`src/verilog/hd44780_pkg.sv`:
```
// shared constants and state types for the hd44780 exerciser
// timing is in clock ticks, one set for both sim and build
// modules refer to everything here as hd44780_pkg::name

package hd44780_pkg;

    // ************************************************************
    // nybble sender timing
    // ************************************************************
    localparam int NYB_COUNT_BITS = 6;                         // must hold TICKS_TCYCE

    localparam logic [NYB_COUNT_BITS-1:0] TICKS_TAS   = 6'd3;  // data/rs setup before e rises
    localparam logic [NYB_COUNT_BITS-1:0] TICKS_PWEH  = 6'd22; // e high width
    localparam logic [NYB_COUNT_BITS-1:0] TICKS_TCYCE = 6'd48; // e rise to end of cycle

    // ************************************************************
    // alive leds
    // ************************************************************
    localparam int ALIVE_BITS = 8;      // sim scale, top 4 bits drive the leds
    localparam int PWM_BITS   = 3;      // rgb lit 1 cycle in 2^PWM_BITS

    // ************************************************************
    // message table
    // ************************************************************
    localparam int MSG_LEN      = 4;
    localparam int MSG_IDX_BITS = 2;

    // entry 0 is the rightmost byte
    localparam logic [MSG_LEN-1:0][7:0] MSG_BYTE = {
        8'h47,      // 'G', data
        8'h01,      // clear display
        8'h0C,      // display on, no cursor
        8'h28       // function set, 4 bit, 2 lines
    };

    // register select per entry, only the last one is data
    localparam logic [MSG_LEN-1:0] MSG_RS = 4'b1000;

    // ************************************************************
    // state machines
    // ************************************************************
    typedef enum logic [1:0] {
        SEQ_IDLE,
        SEQ_LOAD,
        SEQ_WAIT,
        SEQ_DONE
    } seq_state_t;

    typedef enum logic [2:0] {
        BYTE_IDLE,
        BYTE_HIGH,
        BYTE_WAIT_HIGH,
        BYTE_LOW,
        BYTE_WAIT_LOW
    } byte_state_t;

    typedef enum logic [1:0] {
        NYB_IDLE,
        NYB_SETUP,
        NYB_E_HIGH,
        NYB_E_LOW
    } nyb_state_t;

endpackage

```
`src/verilog/hd44780_alive.sv`:
```
// arming and alive display
// the first button press arms the rest of the design and fires the analyzer strobe,
// a free running counter blinks the external leds and the dimmed rgb leds

`timescale 1ns/10ps

module hd44780_alive (
    input  logic       clk,
    input  logic       i_arst_n,
    input  logic       i_button_n,      // active low, from the pin
    output logic       o_armed,
    output logic       o_logan_strobe,  // logic analyzer trigger
    output logic [3:0] o_led,           // external leds, active low
    output logic       o_led_r,
    output logic       o_led_g,
    output logic       o_led_b
);

    logic                               btn_meta;   // first sync flop
    logic                               btn_sync;   // second sync flop
    logic                               armed_q;
    logic [hd44780_pkg::ALIVE_BITS-1:0] blink_cnt;
    logic [hd44780_pkg::PWM_BITS-1:0]   pwm_cnt;
    logic                               pwm_on;

    // ************************************************************
    // button sync and arm latch
    // ************************************************************
    always_ff @(posedge clk or negedge i_arst_n) begin
        if (!i_arst_n) begin
            btn_meta <= 1'b1;                   // released
            btn_sync <= 1'b1;
            armed_q  <= 1'b0;
        end else begin
            btn_meta <= i_button_n;
            btn_sync <= btn_meta;
            armed_q  <= armed_q | ~btn_sync;    // sticky, no debounce needed
        end
    end

    assign o_armed        = armed_q;
    assign o_logan_strobe = armed_q;            // analyzer waits for this rising edge

    // ************************************************************
    // blink and dimming counters
    // ************************************************************
    always_ff @(posedge clk or negedge i_arst_n) begin
        if (!i_arst_n) begin
            blink_cnt <= '0;
            pwm_cnt   <= '0;
        end else begin
            blink_cnt <= blink_cnt + 1'b1;      // free running
            pwm_cnt   <= pwm_cnt + 1'b1;
        end
    end

    assign pwm_on = &pwm_cnt;   // one cycle in eight

    // leds registered, external ones dark until armed
    always_ff @(posedge clk or negedge i_arst_n) begin
        if (!i_arst_n) begin
            o_led   <= 4'hF;
            o_led_r <= 1'b0;
            o_led_g <= 1'b0;
            o_led_b <= 1'b0;
        end else begin
            if (armed_q) begin
                o_led <= {~blink_cnt[hd44780_pkg::ALIVE_BITS-4],
                           blink_cnt[hd44780_pkg::ALIVE_BITS-3],
                          ~blink_cnt[hd44780_pkg::ALIVE_BITS-2],
                           blink_cnt[hd44780_pkg::ALIVE_BITS-1]};
            end else begin
                o_led <= 4'hF;                  // all off
            end
            o_led_r <= pwm_on & ~blink_cnt[hd44780_pkg::ALIVE_BITS-2];
            o_led_g <= pwm_on & ~blink_cnt[hd44780_pkg::ALIVE_BITS-1];
            o_led_b <= pwm_on &  blink_cnt[hd44780_pkg::ALIVE_BITS-1]; // opposite phase to green
        end
    end

endmodule

```
`src/verilog/hd44780_msg_seq.sv`:
```
// message sequencer
// walks the fixed message table once after arming and hands each byte
// to the byte sender, then parks in SEQ_DONE until reset

`timescale 1ns/10ps

module hd44780_msg_seq (
    input  logic       clk,
    input  logic       i_arst_n,
    input  logic       i_armed,
    input  logic       i_byte_busy,
    output logic       o_byte_stb,      // one cycle pulse
    output logic [7:0] o_byte_data,
    output logic       o_byte_rs
);

    hd44780_pkg::seq_state_t              state;
    logic [hd44780_pkg::MSG_IDX_BITS-1:0] idx;      // table entry being sent

    // ************************************************************
    // sequencer fsm
    // ************************************************************
    always_ff @(posedge clk or negedge i_arst_n) begin
        if (!i_arst_n) begin
            state <= hd44780_pkg::SEQ_IDLE;
            idx   <= '0;
        end else if (!i_armed) begin
            state <= hd44780_pkg::SEQ_IDLE;     // hold until the button arms us
            idx   <= '0;
        end else begin
            case (state)
                hd44780_pkg::SEQ_IDLE: begin
                    state <= hd44780_pkg::SEQ_LOAD;
                end

                hd44780_pkg::SEQ_LOAD: begin
                    // strobe goes out this cycle, byte sender is idle here
                    state <= hd44780_pkg::SEQ_WAIT;
                end

                hd44780_pkg::SEQ_WAIT: begin
                    if (!i_byte_busy) begin
                        if (int'(idx) == hd44780_pkg::MSG_LEN - 1) begin
                            state <= hd44780_pkg::SEQ_DONE;
                        end else begin
                            idx   <= idx + 1'b1;
                            state <= hd44780_pkg::SEQ_LOAD;
                        end
                    end
                end

                hd44780_pkg::SEQ_DONE: begin
                    state <= hd44780_pkg::SEQ_DONE;     // message sent, stay put
                end

                default: begin
                    state <= hd44780_pkg::SEQ_DONE;
                end
            endcase
        end
    end

    // table lookup, valid in the strobe cycle
    assign o_byte_stb  = (state == hd44780_pkg::SEQ_LOAD);
    assign o_byte_data = hd44780_pkg::MSG_BYTE[idx];
    assign o_byte_rs   = hd44780_pkg::MSG_RS[idx];

endmodule

```
`src/verilog/hd44780_byte_sender.sv`:
```
// byte sender
// takes one byte plus register select on a strobe and sends it as
// two nybble transfers, high nybble first, busy across both

`timescale 1ns/10ps

module hd44780_byte_sender (
    input  logic       clk,
    input  logic       i_arst_n,
    input  logic       i_armed,
    // byte side
    input  logic       i_stb,
    input  logic [7:0] i_data,
    input  logic       i_rs,
    output logic       o_busy,
    // nybble side
    input  logic       i_nyb_busy,
    output logic       o_nyb_stb,       // one cycle pulse
    output logic [3:0] o_nyb_data,
    output logic       o_nyb_rs
);

    hd44780_pkg::byte_state_t state;
    logic [7:0]               byte_q;       // captured byte
    logic                     rs_q;         // same rs for both halves
    logic                     high_half;    // high nybble on the bus

    // ************************************************************
    // transfer fsm
    // ************************************************************
    always_ff @(posedge clk or negedge i_arst_n) begin
        if (!i_arst_n) begin
            state <= hd44780_pkg::BYTE_IDLE;
        end else if (!i_armed) begin
            state <= hd44780_pkg::BYTE_IDLE;
        end else begin
            case (state)
                hd44780_pkg::BYTE_IDLE: begin
                    if (i_stb) begin
                        state <= hd44780_pkg::BYTE_HIGH;
                    end
                end

                hd44780_pkg::BYTE_HIGH: begin
                    // nybble strobe is out this cycle
                    state <= hd44780_pkg::BYTE_WAIT_HIGH;
                end

                hd44780_pkg::BYTE_WAIT_HIGH: begin
                    if (!i_nyb_busy) begin
                        state <= hd44780_pkg::BYTE_LOW;     // strobe low half next cycle
                    end
                end

                hd44780_pkg::BYTE_LOW: begin
                    state <= hd44780_pkg::BYTE_WAIT_LOW;
                end

                hd44780_pkg::BYTE_WAIT_LOW: begin
                    if (!i_nyb_busy) begin
                        state <= hd44780_pkg::BYTE_IDLE;    // busy drops next cycle
                    end
                end

                default: begin
                    state <= hd44780_pkg::BYTE_IDLE;
                end
            endcase
        end
    end

    // payload capture, only taken while idle
    always_ff @(posedge clk) begin
        if (state == hd44780_pkg::BYTE_IDLE && i_stb) begin
            byte_q <= i_data;
            rs_q   <= i_rs;
        end
    end

    // ************************************************************
    // outputs
    // ************************************************************
    assign high_half = (state == hd44780_pkg::BYTE_HIGH) ||
                       (state == hd44780_pkg::BYTE_WAIT_HIGH);

    assign o_busy     = (state != hd44780_pkg::BYTE_IDLE);
    assign o_nyb_stb  = (state == hd44780_pkg::BYTE_HIGH) ||
                        (state == hd44780_pkg::BYTE_LOW);
    assign o_nyb_data = high_half ? byte_q[7:4] : byte_q[3:0];
    assign o_nyb_rs   = rs_q;

endmodule

```
`src/verilog/hd44780_nybble_sender.sv`:
```
// nybble sender
// puts one nybble and rs on the lcd pins and makes the timed enable pulse,
// setup, pulse width and cycle time all counted in clock ticks

`timescale 1ns/10ps

module hd44780_nybble_sender (
    input  logic       clk,
    input  logic       i_arst_n,
    input  logic       i_armed,
    // command side
    input  logic       i_stb,
    input  logic [3:0] i_nybble,
    input  logic       i_rs,
    output logic       o_busy,
    // lcd pins, r/w is tied low on the board
    output logic [3:0] o_lcd_data,
    output logic       o_lcd_rs,
    output logic       o_lcd_e
);

    hd44780_pkg::nyb_state_t                state;
    logic [hd44780_pkg::NYB_COUNT_BITS-1:0] tick;   // one counter for all three phases

    // ************************************************************
    // enable timing fsm
    // ************************************************************
    always_ff @(posedge clk or negedge i_arst_n) begin
        if (!i_arst_n) begin
            state      <= hd44780_pkg::NYB_IDLE;
            tick       <= '0;
            o_lcd_e    <= 1'b0;
            o_lcd_rs   <= 1'b0;
            o_lcd_data <= 4'h0;
        end else if (!i_armed) begin
            state   <= hd44780_pkg::NYB_IDLE;
            tick    <= '0;
            o_lcd_e <= 1'b0;
        end else begin
            case (state)
                hd44780_pkg::NYB_IDLE: begin
                    if (i_stb) begin
                        o_lcd_data <= i_nybble;     // pins settle from here on
                        o_lcd_rs   <= i_rs;
                        tick       <= '0;
                        state      <= hd44780_pkg::NYB_SETUP;
                    end
                end

                hd44780_pkg::NYB_SETUP: begin
                    if (tick == hd44780_pkg::TICKS_TAS - 1'b1) begin
                        o_lcd_e <= 1'b1;
                        tick    <= '0;              // count restarts at e rise
                        state   <= hd44780_pkg::NYB_E_HIGH;
                    end else begin
                        tick <= tick + 1'b1;
                    end
                end

                hd44780_pkg::NYB_E_HIGH: begin
                    tick <= tick + 1'b1;            // keeps running through e low
                    if (tick == hd44780_pkg::TICKS_PWEH - 1'b1) begin
                        o_lcd_e <= 1'b0;            // lcd latches on this fall
                        state   <= hd44780_pkg::NYB_E_LOW;
                    end
                end

                hd44780_pkg::NYB_E_LOW: begin
                    if (tick == hd44780_pkg::TICKS_TCYCE - 1'b1) begin
                        tick  <= '0;
                        state <= hd44780_pkg::NYB_IDLE;     // data/rs left on the pins
                    end else begin
                        tick <= tick + 1'b1;
                    end
                end

                default: begin
                    o_lcd_e <= 1'b0;
                    state   <= hd44780_pkg::NYB_IDLE;
                end
            endcase
        end
    end

    assign o_busy = (state != hd44780_pkg::NYB_IDLE);

endmodule

```
`src/verilog/hd44780_top.sv`:
```
// top level of the lcd exerciser
// wires the alive block, message sequencer, byte sender and nybble sender to the pins

`timescale 1ns/10ps

module hd44780_top (
    input  logic       clk,
    input  logic       i_arst_n,
    input  logic       i_button_n,      // active low, pulled up on the board
    // lcd
    output logic       o_lcd_rs,
    output logic       o_lcd_e,
    output logic [3:0] o_lcd_data,
    // leds and analyzer trigger
    output logic [3:0] o_led,           // active low
    output logic       o_led_r,
    output logic       o_led_g,
    output logic       o_led_b,
    output logic       o_logan_strobe
);

    logic       armed;
    logic       byte_stb;
    logic [7:0] byte_data;
    logic       byte_rs;
    logic       byte_busy;
    logic       nyb_stb;
    logic [3:0] nyb_data;
    logic       nyb_rs;
    logic       nyb_busy;

    // ************************************************************
    // arming and alive leds
    // ************************************************************
    hd44780_alive alive_inst (
        .clk            (clk),
        .i_arst_n       (i_arst_n),
        .i_button_n     (i_button_n),
        .o_armed        (armed),
        .o_logan_strobe (o_logan_strobe),
        .o_led          (o_led),
        .o_led_r        (o_led_r),
        .o_led_g        (o_led_g),
        .o_led_b        (o_led_b)
    );

    // ************************************************************
    // message -> bytes -> nybbles -> pins
    // ************************************************************
    hd44780_msg_seq msg_seq_inst (
        .clk         (clk),
        .i_arst_n    (i_arst_n),
        .i_armed     (armed),
        .i_byte_busy (byte_busy),
        .o_byte_stb  (byte_stb),
        .o_byte_data (byte_data),
        .o_byte_rs   (byte_rs)
    );

    hd44780_byte_sender byte_sender_inst (
        .clk        (clk),
        .i_arst_n   (i_arst_n),
        .i_armed    (armed),
        .i_stb      (byte_stb),
        .i_data     (byte_data),
        .i_rs       (byte_rs),
        .o_busy     (byte_busy),
        .i_nyb_busy (nyb_busy),
        .o_nyb_stb  (nyb_stb),
        .o_nyb_data (nyb_data),
        .o_nyb_rs   (nyb_rs)
    );

    hd44780_nybble_sender nybble_sender_inst (
        .clk        (clk),
        .i_arst_n   (i_arst_n),
        .i_armed    (armed),
        .i_stb      (nyb_stb),
        .i_nybble   (nyb_data),
        .i_rs       (nyb_rs),
        .o_busy     (nyb_busy),
        .o_lcd_data (o_lcd_data),
        .o_lcd_rs   (o_lcd_rs),
        .o_lcd_e    (o_lcd_e)
    );

endmodule

```
`config.mk`:
```
export PLATFORM = sky130hd
export DESIGN_NAME = hd44780_top
export DESIGN_NICKNAME = d
export VERILOG_FILES = /design/src/verilog/hd44780_pkg.sv /design/src/verilog/hd44780_alive.sv /design/src/verilog/hd44780_msg_seq.sv /design/src/verilog/hd44780_byte_sender.sv /design/src/verilog/hd44780_nybble_sender.sv /design/src/verilog/hd44780_top.sv
export SDC_FILE = /design/constraint.sdc
export NUM_CORES = 1
export LEC_CHECK = 0
export ABC_AREA = 1
export BUFFER_PORTS_ARGS = -buffer_cell sky130_fd_sc_hd__buf_2
export CORE_ASPECT_RATIO = 1.4
export CORE_MARGIN = 2
export CORE_UTILIZATION = 30
export CTS_BUF_LIST = sky130_fd_sc_hd__clkbuf_8
export DETAILED_ROUTE_END_ITERATION = 10
export GPL_ROUTABILITY_DRIVEN = 0
export PLACE_DENSITY = 0.55
export SLEW_MARGIN = 20
export SYNTH_ARGS = -nofsm -noshare
export SYNTH_HDL_FRONTEND = slang
export SYNTH_HIERARCHICAL = 1
export SYNTH_SLANG_ARGS = --single-unit
```
`constraint.sdc`:
```
create_clock -name clk -period 2.4 [get_ports clk]
set_input_delay 0 -clock clk [delete_from_list [all_inputs] [get_ports clk]]
set_output_delay 0 -clock clk [all_outputs]
set_load 0.005 [all_outputs]
```
==> flow_summary.html, run 1 <==
<table>
<tr><th>Metric</th><th>Value</th></tr>
<tr><th colspan="2">Floorplanning</th></tr>
<tr><td>Initial core utilization</td><td>0.311</td></tr>
<tr><td>Core area</td><td>7850 um^2</td></tr>
<tr><td># rows</td><td>38</td></tr>
<tr><td>Die area</td><td>8880 um^2</td></tr>
<tr><td>Number of top-level pins</td><td>17</td></tr>
<tr><td>Die span in y</td><td>111 um</td></tr>
<tr><td>Chip Width</td><td>80.2 um</td></tr>
<tr><th colspan="2">Synthesis</th></tr>
<tr><td>Top cells by area, synth</td><td>dfrtp_1 (37%), edfxtp_1 (11%), nand2_1 (11%), dfstp_2 (6.5%), ha_1 (6.2%)</td></tr>
<tr><td>Syn Std Cell Area</td><td>2440 um^2</td></tr>
<tr><td>Register area share after synthesis</td><td>0.545</td></tr>
<tr><td>Yosys top cell by area</td><td>dfrtp_1</td></tr>
<tr><td>Mean cell area of the mapped netlist</td><td>9.34 um^2</td></tr>
<tr><td>Number of standard cells after synthesis</td><td>261</td></tr>
<tr><td>Seq cells post-synth</td><td>51</td></tr>
<tr><td>Synth warn</td><td>6</td></tr>
<tr><td>Number of library cell types mapped by synthesis</td><td>26</td></tr>
<tr><td>Share of Yosys cell area claimed by the top area cell type</td><td>0.369</td></tr>
<tr><th colspan="2">Routing</th></tr>
<tr><td>Via count of the routed design</td><td>1607</td></tr>
<tr><td>First-pass detailed-route iteration total</td><td>4</td></tr>
<tr><td>DR WL/cell</td><td>10.0 um</td></tr>
<tr><td>Via density per instance</td><td>4.21</td></tr>
<tr><td>Post-detailed-route DRC marker count</td><td>0</td></tr>
<tr><td>Antenna violation net count after detailed routing</td><td>0</td></tr>
<tr><td>Drt initial violations</td><td>73</td></tr>
<tr><td>Drt total wl</td><td>3820 um</td></tr>
<tr><th colspan="2">STA</th></tr>
<tr><td>Transition at the pin with the smallest max-transition slack</td><td>0.629 ns</td></tr>
<tr><td>Clock skew</td><td>0.00870 ns</td></tr>
<tr><td>Setup TNS after final layout</td><td>0 ns</td></tr>
<tr><td>Worst hold slack after final layout</td><td>0.209 ns</td></tr>
<tr><td>RSZ-0062 raised after global routing</td><td>no</td></tr>
<tr><td>Maximum operating frequency</td><td>623 MHz</td></tr>
<tr><td>Worst max-slew margin expressed relative to the limit</td><td>0.579</td></tr>
<tr><td>Worst Setup Slack, final</td><td>0.794 ns</td></tr>
<tr><td>Tmin final</td><td>1.61 ns</td></tr>
<tr><td>Final hold violations</td><td>0</td></tr>
<tr><td>Period utilization</td><td>0.669</td></tr>
<tr><td>Number of setup violations in the final report</td><td>0</td></tr>
<tr><td>Max Slew Vio Count</td><td>0</td></tr>
<tr><th colspan="2">Final layout</th></tr>
<tr><td>FF/Latch Area</td><td>1330 um^2</td></tr>
<tr><td>Area added between synthesis and finish</td><td>12.1%</td></tr>
<tr><td>Number of inserted filler cells in the final layout</td><td>818</td></tr>
<tr><td>Layout Utilization</td><td>0.348</td></tr>
<tr><td>Area of combinational cells with multiple inputs</td><td>917 um^2</td></tr>
<tr><td>Share of cells above drive strength 1</td><td>0.213</td></tr>
<tr><td>Leading cell types in the layout, fill and taps excluded</td><td>nand2_1 (70), dfrtp_1 (36), inv_1 (30), nand3_1 (25), nor2_1 (18)</td></tr>
<tr><td>Final nets</td><td>296</td></tr>
<tr><td>Most common cell after layout, fill and taps aside</td><td>nand2_1</td></tr>
<tr><td>Number of antenna cells inserted</td><td>0</td></tr>
<tr><th colspan="2">GRT</th></tr>
<tr><td>Wire length of the first global-routing pass</td><td>7020 um</td></tr>
<tr><td>Largest net degree at the start of global routing</td><td>43</td></tr>
<tr><td>Global-route usage over all layers</td><td>0.0989</td></tr>
<tr><td>Initial antenna violation count</td><td>0</td></tr>
<tr><td>Via count of the first global-routing pass</td><td>1666</td></tr>
<tr><td>Congestion Overflow GR</td><td>0</td></tr>
<tr><th colspan="2">Worst hold path</th></tr>
<tr><td>Path class of the lowest-slack min-delay path</td><td>primary input to async pin</td></tr>
<tr><th colspan="2">Worst setup path</th></tr>
<tr><td>Worst EP arrival</td><td>1.54 ns</td></tr>
<tr><td>Worst flop-to-flop path endpoint</td><td>byte_sender_inst/byte_q[6]$_DFFE_PP_</td></tr>
<tr><td>Largest driver fanout on the critical path</td><td>9</td></tr>
<tr><td>Capturing element of the worst setup path</td><td>byte_sender_inst/byte_q[6]$_DFFE_PP_</td></tr>
<tr><td>Critical path class</td><td>flop to flop</td></tr>
<tr><td>Worst reg2reg startpoint</td><td>byte_sender_inst/state[0]$_DFFE_PN0P_</td></tr>
<tr><td>Slack of the worst reg-to-reg path</td><td>0.79 ns</td></tr>
<tr><td>Worst Path Required</td><td>2.33 ns</td></tr>
<tr><td>Kind of launch point of the worst setup path</td><td>flop</td></tr>
<tr><td>Nature of the critical path endpoint</td><td>flop</td></tr>
<tr><td>Logic depth of the worst register-to-register path</td><td>3</td></tr>
<tr><td>Crit path from</td><td>byte_sender_inst/state[0]$_DFFE_PN0P_</td></tr>
<tr><th colspan="2">Clock network</th></tr>
<tr><td>Maximum number of buffers from clock root to sink</td><td>2</td></tr>
<tr><td>Num Clock Sinks</td><td>51</td></tr>
<tr><td>CTS root buffer</td><td>clkbuf_8</td></tr>
<tr><td>Clock buffer count from CTS</td><td>5</td></tr>
<tr><td>Clock transition at path regs</td><td>0.09 ns</td></tr>
<tr><td>Worst-skew pair later-pin latency</td><td>0.29 ns</td></tr>
<tr><td>Clock tree from TritonCTS</td><td>built</td></tr>
<tr><td>Post-CTS setup repair buffer count</td><td>0</td></tr>
<tr><td>Number of levels in the clock H-tree</td><td>2</td></tr>
<tr><th colspan="2">Placed design</th></tr>
<tr><td>DP Wirelength</td><td>2800 um</td></tr>
<tr><td>Count of buffers from port buffering</td><td>16</td></tr>
<tr><td>Pre-CTS worst setup slack</td><td>0.791 ns</td></tr>
<tr><th colspan="2">Pwr</th></tr>
<tr><td>Maximum vdd drop</td><td>0.292 mV</td></tr>
<tr><td>Power density relative to cell area</td><td>537 nW/um^2</td></tr>
<tr><td>Final Total Pwr</td><td>1.47 mW</td></tr>
<tr><td>Static leakage</td><td>1.46 nW</td></tr>
<tr><th colspan="2">Flow run</th></tr>
<tr><td>Max cap viols</td><td>0</td></tr>
<tr><th colspan="2">Run status</th></tr>
<tr><td>Run status</td><td>finished clean</td></tr>
</table>
-- cells in the mapped netlist --
| cell | instances |
|---|---|
| nand3_1 | 25 |
| nand2_2 | 7 |
| buf_2 | 1 |
| conb_1 | 1 |
| dfstp_2 | 6 |
| buf_4 | 6 |
| mux2_2 | 5 |
| nor2_1 | 18 |
| inv_1 | 28 |
| inv_2 | 5 |
| ha_1 | 12 |
| nor2_4 | 1 |
| clkinv_2 | 1 |
| edfxtp_1 | 9 |
| a21oi_1 | 2 |
| nand2_1 | 70 |
| bufinv_8 | 1 |
| dfrtp_1 | 36 |
| nand3_2 | 3 |
| xor2_1 | 3 |
| nor2_2 | 8 |
| a21boi_1 | 1 |
| o21ai_0 | 4 |
| nand4_1 | 1 |
| o21ai_1 | 5 |
| xnor2_1 | 2 |
-- critical path, cell delays in order (launching register included) --
cell     delay, ns
dfrtp_1       0.44
nor2_2        0.17
nand2_1       0.12
nor2_1        0.50
-- worst min path at each step --
stage | startpoint | endpoint | slack (ns) | cells after the start
floorplan | i_arst_n | alive_inst/blink_cnt[0]$_DFF_PN0_ | -0.30 | 0
global placement | i_button_n | alive_inst/btn_meta$_DFF_PN1_ | 0.10 | 1
detailed placement | i_button_n | alive_inst/btn_meta$_DFF_PN1_ | 0.11 | 1
CTS | i_button_n | alive_inst/btn_meta$_DFF_PN1_ | 0.33 | 2
global route | i_arst_n | msg_seq_inst/idx[1]$_DFFE_PN0P_ | 0.29 | 2
finish | i_arst_n | msg_seq_inst/idx[1]$_DFFE_PN0P_ | 0.21 | 2
-- layer usage --
layer / up-vias / global-route usage / share of wire
met5: - / 0 / 0
met3: 4 / 0.0212 / 0.026
met2: 14 / 0.172 / 0.51
li1: 844 / - / -
met1: 745 / 0.114 / 0.44
met4: 0 / 0.0441 / 0.021
-- kinds of logic after synthesis --
family / share of synthesized area
flops: 0.545
xor+xnor: 0.0180
other cells: 0.00154
fa+ha+maj: 0.0616
compound gates: 0.0257
mux: 0.0231
simple gates: 0.245
buf+inv: 0.0806
-- power by group --
group          switching [mW]  total, mW  internal [mW]  leakage (nW)
combinational          0.0152     0.0213        0.00604         0.836
sequential            0.00131      0.884          0.883         0.560
clock                   0.260      0.563          0.304        0.0607
total                   0.276       1.47           1.19          1.46
-- per-stage QoR --
| stage | cells | area, um^2 |
|---|---|---|
| floorplan | 262 | 2440 |
| global placement | 372 | 2610 |
| detailed placement | 372 | 2610 |
| CTS | 382 | 2730 |
| global route | 382 | 2730 |
| finish | 382 | 2730 |
-- registers in the layout (all words and copies together), names as in the netlist --
| name | cells |
|---|---|
| alive_inst/blink_cnt | 8 |
| byte_sender_inst/byte_q | 8 |
| nybble_sender_inst/tick | 6 |
| alive_inst/o_led | 4 |
| nybble_sender_inst/o_lcd_data | 4 |
| alive_inst/pwm_cnt | 3 |
| byte_sender_inst/state | 3 |
| msg_seq_inst/idx | 2 |
| msg_seq_inst/state | 2 |
| nybble_sender_inst/state | 2 |
| alive_inst/btn_meta | 1 |
| alive_inst/btn_sync | 1 |
| alive_inst/o_armed | 1 |
| alive_inst/o_led_b | 1 |
| alive_inst/o_led_g | 1 |
| alive_inst/o_led_r | 1 |
| byte_sender_inst/o_nyb_rs | 1 |
| nybble_sender_inst/o_lcd_e | 1 |
| nybble_sender_inst/o_lcd_rs | 1 |
-- area by class of cell --
cell class              count  area share
clock buffers               5      0.0252
clock inverters             3      0.0137
inverters                  35      0.0535
multi-input cells         169       0.335
flip-flops and latches     51       0.486
well taps                 100      0.0458
repair buffers             19      0.0403
-- what timing repair did --
action                    4_1_cts  5_1_grt
resized for setup               0        0
hold buffers                    2        0
hold endpoints to repair       37        0
No activity file was read; power rests on OpenSTA's default activity.
==> run 2: changes to the inputs <==
- ABC_AREA: 1 -> 0
- PLACE_DENSITY: 0.55 -> 0.57
- clock period: 2.4 -> 1.3 ns (I/O delays scaled with it)
==> flow_summary.html, run 2 <==
<table>
<tr><th>Metric</th><th>Value</th></tr>
<tr><th colspan="2">Placed design</th></tr>
<tr><td>Count of buffers from port buffering</td><td>16</td></tr>
<tr><td>Placement-stage cell area</td><td>2790 um^2</td></tr>
<tr><td>DP Wirelength</td><td>2890 um</td></tr>
<tr><th colspan="2">Synthesis</th></tr>
<tr><td>Most used standard cell by instance count after synthesis</td><td>dfrtp_1</td></tr>
<tr><td>Mean cell area of the mapped netlist</td><td>12.6 um^2</td></tr>
<tr><td>Top cells by area, synth</td><td>dfrtp_1 (38%), edfxtp_1 (11%), dfstp_2 (6.7%), ha_1 (6.4%), nand2_1 (2.9%)</td></tr>
<tr><td>Register area share after synthesis</td><td>0.563</td></tr>
<tr><td>Syn Std Cell Area</td><td>2360 um^2</td></tr>
<tr><td>Top FF cell, synth</td><td>dfrtp_1</td></tr>
<tr><td>Yosys top cell by area</td><td>dfrtp_1</td></tr>
<tr><td>Number of standard cells after synthesis</td><td>187</td></tr>
<tr><td>Share of Yosys cell area claimed by the top area cell type</td><td>0.382</td></tr>
<tr><td>Seq cells post-synth</td><td>51</td></tr>
<tr><td>Async SR Flop Fraction</td><td>0.824</td></tr>
<tr><td>Synth cell count leaders</td><td>dfrtp_1 (36), nand2_1 (18), inv_1 (13), ha_1 (12), edfxtp_1 (9)</td></tr>
<tr><td>Number of library cell types mapped by synthesis</td><td>49</td></tr>
<tr><td>EDFF count, synth</td><td>9</td></tr>
<tr><td>Synth warn</td><td>6</td></tr>
<tr><th colspan="2">Floorplanning</th></tr>
<tr><td>Initial core utilization</td><td>0.307</td></tr>
<tr><td># rows</td><td>38</td></tr>
<tr><td>Die area</td><td>8610 um^2</td></tr>
<tr><td>Die span in y</td><td>109 um</td></tr>
<tr><td>Chip Width</td><td>79.0 um</td></tr>
<tr><td>Core area</td><td>7700 um^2</td></tr>
<tr><td>Number of top-level pins</td><td>17</td></tr>
<tr><th colspan="2">Routing</th></tr>
<tr><td>DR WL/cell</td><td>12.6 um</td></tr>
<tr><td>Via density per instance</td><td>4.52</td></tr>
<tr><td>Antenna violation net count after detailed routing</td><td>0</td></tr>
<tr><td>Via count of the routed design</td><td>1549</td></tr>
<tr><td>Sum of routed wire segments on met1</td><td>1760 um</td></tr>
<tr><td>Detailed route wirelength on metal2</td><td>2270 um</td></tr>
<tr><td>First-pass detailed-route iteration total</td><td>4</td></tr>
<tr><td>Met3 Wirelength</td><td>119 um</td></tr>
<tr><td>Drt total wl</td><td>4320 um</td></tr>
<tr><td>Drt initial violations</td><td>63</td></tr>
<tr><td>Highest signal layer in the routed design</td><td>met4</td></tr>
<tr><td>Post-detailed-route DRC marker count</td><td>0</td></tr>
<tr><th colspan="2">Clock network</th></tr>
<tr><td>Maximum number of buffers from clock root to sink</td><td>2</td></tr>
<tr><td>Num Clock Sinks</td><td>51</td></tr>
<tr><td>Clock transition at path regs</td><td>0.10 ns</td></tr>
<tr><td>Worst-skew pair later-pin latency</td><td>0.32 ns</td></tr>
<tr><td>Clock tree from TritonCTS</td><td>built</td></tr>
<tr><td>Clock buffer count from CTS</td><td>5</td></tr>
<tr><td>Number of levels in the clock H-tree</td><td>2</td></tr>
<tr><td>CTS root buffer</td><td>clkbuf_8</td></tr>
<tr><th colspan="2">Worst setup path</th></tr>
<tr><td>Worst EP arrival</td><td>1.95 ns</td></tr>
<tr><td>Largest driver fanout on the critical path</td><td>3</td></tr>
<tr><td>Nature of the critical path endpoint</td><td>flop</td></tr>
<tr><td>Worst Path Required</td><td>1.54 ns</td></tr>
<tr><td>Kind of launch point of the worst setup path</td><td>flop</td></tr>
<tr><td>Critical path class</td><td>flop to flop</td></tr>
<tr><th colspan="2">Final layout</th></tr>
<tr><td>Registers with the highest flip-flop counts</td><td>alive_inst/blink_cnt (8), byte_sender_inst/byte_q (8), nybble_sender_inst/tick (6)</td></tr>
<tr><td>Leading cell types in the layout, fill and taps excluded</td><td>dfrtp_1 (34), buf_4 (30), nand2_1 (18), buf_2 (16), inv_1 (10)</td></tr>
<tr><td>Final nets</td><td>257</td></tr>
<tr><td>Finished layout cell area</td><td>3130 um^2</td></tr>
<tr><td>Share of cells above drive strength 1</td><td>0.461</td></tr>
<tr><td>Area added between synthesis and finish</td><td>32.5%</td></tr>
<tr><td>Layout Utilization</td><td>0.406</td></tr>
<tr><td>Number of antenna cells inserted</td><td>0</td></tr>
<tr><td>Most common cell after layout, fill and taps aside</td><td>dfrtp_1</td></tr>
<tr><th colspan="2">GRT</th></tr>
<tr><td>Wire length of the first global-routing pass</td><td>7370 um</td></tr>
<tr><td>Initial antenna violation count</td><td>0</td></tr>
<tr><td>Congestion Overflow GR</td><td>0</td></tr>
<tr><td>Largest net degree at the start of global routing</td><td>43</td></tr>
<tr><td>Via count of the first global-routing pass</td><td>1619</td></tr>
<tr><td>Global-route usage over all layers</td><td>0.112</td></tr>
<tr><th colspan="2">Pwr</th></tr>
<tr><td>Static leakage</td><td>1.38 nW</td></tr>
<tr><td>Maximum vdd drop</td><td>0.850 mV</td></tr>
<tr><td>Power density relative to cell area</td><td>894 nW/um^2</td></tr>
<tr><th colspan="2">STA</th></tr>
<tr><td>Clock skew</td><td>0.0115 ns</td></tr>
<tr><td>Tmin final</td><td>1.71 ns</td></tr>
<tr><td>Maximum operating frequency</td><td>584 MHz</td></tr>
<tr><td>RSZ-0062 raised after global routing</td><td>yes</td></tr>
<tr><td>Max Slew Vio Count</td><td>0</td></tr>
<tr><td>Worst Setup Slack, final</td><td>-0.412 ns</td></tr>
<tr><td>Number of setup violations in the final report</td><td>29</td></tr>
<tr><td>Period utilization</td><td>1.32</td></tr>
<tr><td>Final hold violations</td><td>0</td></tr>
<tr><td>Setup TNS after final layout</td><td>-5.05 ns</td></tr>
<tr><th colspan="2">Worst hold path</th></tr>
<tr><td>Path class of the lowest-slack min-delay path</td><td>primary input to async pin</td></tr>
<tr><th colspan="2">Flow run</th></tr>
<tr><td>Max cap viols</td><td>0</td></tr>
<tr><th colspan="2">Run status</th></tr>
<tr><td>Violations in the final reports</td><td>negative setup slack</td></tr>
<tr><td>Run status</td><td>complete, but fails checks</td></tr>
</table>
[run 2: cell count changes after synthesis, sizes merged, moves of 3 or more]
cell / before / now
and2: 0 / 3
nor2: 27 / 6
o311ai: 0 / 6
nand2: 77 / 18
nor2b: 0 / 7
nand2b: 0 / 4
o21ai: 9 / 3
mux2: 5 / 9
inv: 33 / 13
mux2i: 0 / 5
nand3: 28 / 7
and3: 0 / 3
[run 2: kinds of logic (layout without fill, tap and decap cells)]
| logic type | Yosys count | after routing | synth area share |
|---|---|---|---|
| other | 1 | 2 | 0.00159 |
| XOR/XNOR | 7 | 7 | 0.0260 |
| flip-flops | 51 | 51 | 0.563 |
| multiplexers | 14 | 14 | 0.0657 |
| AND/OR/NAND/NOR | 60 | 61 | 0.158 |
| adder cells (fa/ha/maj) | 12 | 12 | 0.0636 |
| buffers and inverters | 20 | 74 | 0.0429 |
| AO/OA/AOI/OAI | 22 | 22 | 0.0795 |
[run 2: report_power, final]
group	internal, mW	switching, mW
clock	0.574	0.546
combinational	0.0165	0.0298
sequential	1.63	0.00192
total	2.22	0.578
[run 2: final timing paths]
path	slack [ns]	cells past startpoint	startpoint	end
setup / recovery	-0.41	6	nybble_sender_inst/tick[1]$_DFFE_PN0P_	nybble_sender_inst/state[0]$_DFFE_PN0P_
hold / removal	0.17	3	i_arst_n	nybble_sender_inst/tick[4]$_DFFE_PN0P_
setup reg to reg	-0.41	6	nybble_sender_inst/tick[1]$_DFFE_PN0P_	nybble_sender_inst/state[0]$_DFFE_PN0P_
hold reg to reg	0.36	0	alive_inst/btn_meta$_DFF_PN1_	alive_inst/btn_sync$_DFF_PN1_
max in group asynchronous	0.85	3	i_arst_n	alive_inst/o_led[3]$_DFF_PN1_
min in group clk	0.32	2	i_button_n	alive_inst/btn_meta$_DFF_PN1_
[run 2: metrics by stage]
step	hold slack [ns]	total power, mW	worst slack (ns)	instances
detailed placement	0.000249	1.71	-0.413	324
CTS	0.182	2.84	-0.406	342
global route	0.205	2.91	-0.511	343
finish	0.172	2.80	-0.412	343
global placement	-0.00277	1.71	-0.314	324
floorplan	-0.296	1.67	-0.284	188
[run 2: per-layer routing]
layer	GRT usage	up-vias
met5	0	-
met4	0.0764	0
met3	0.0248	16
met2	0.194	26
met1	0.122	752
li1	-	755
[run 2: critical path, stage by stage (launching register included)]
cell and delay [ns]:
dfrtp_1 0.42, inv_1 0.06, ha_1 0.14, nor4bb_4 0.26, a21boi_2 0.11, a2111oi_4 0.40, mux2i_1 0.23
[run 2: timing repair]
action                                  CTS  global route
gates resized for setup                  28             8
pin swaps                                10             9
cloned                                    1             0
hold buffers                              2             0
hold endpoints to repair                 43             0
setup buffers                             7             2
endpoints found under the setup margin   29            29
[run 2: final cells by class]
| class | instances | area (um^2) |
|---|---|---|
| well taps | 100 | 125 |
| flip-flops and latches | 51 | 1330 |
| inverters | 13 | 51.3 |
| clock buffers | 5 | 68.8 |
| fillers | 755 | 4570 |
| multi-input cells | 118 | 1120 |
| clock inverters | 3 | 43.8 |
| repair buffers | 53 | 390 |
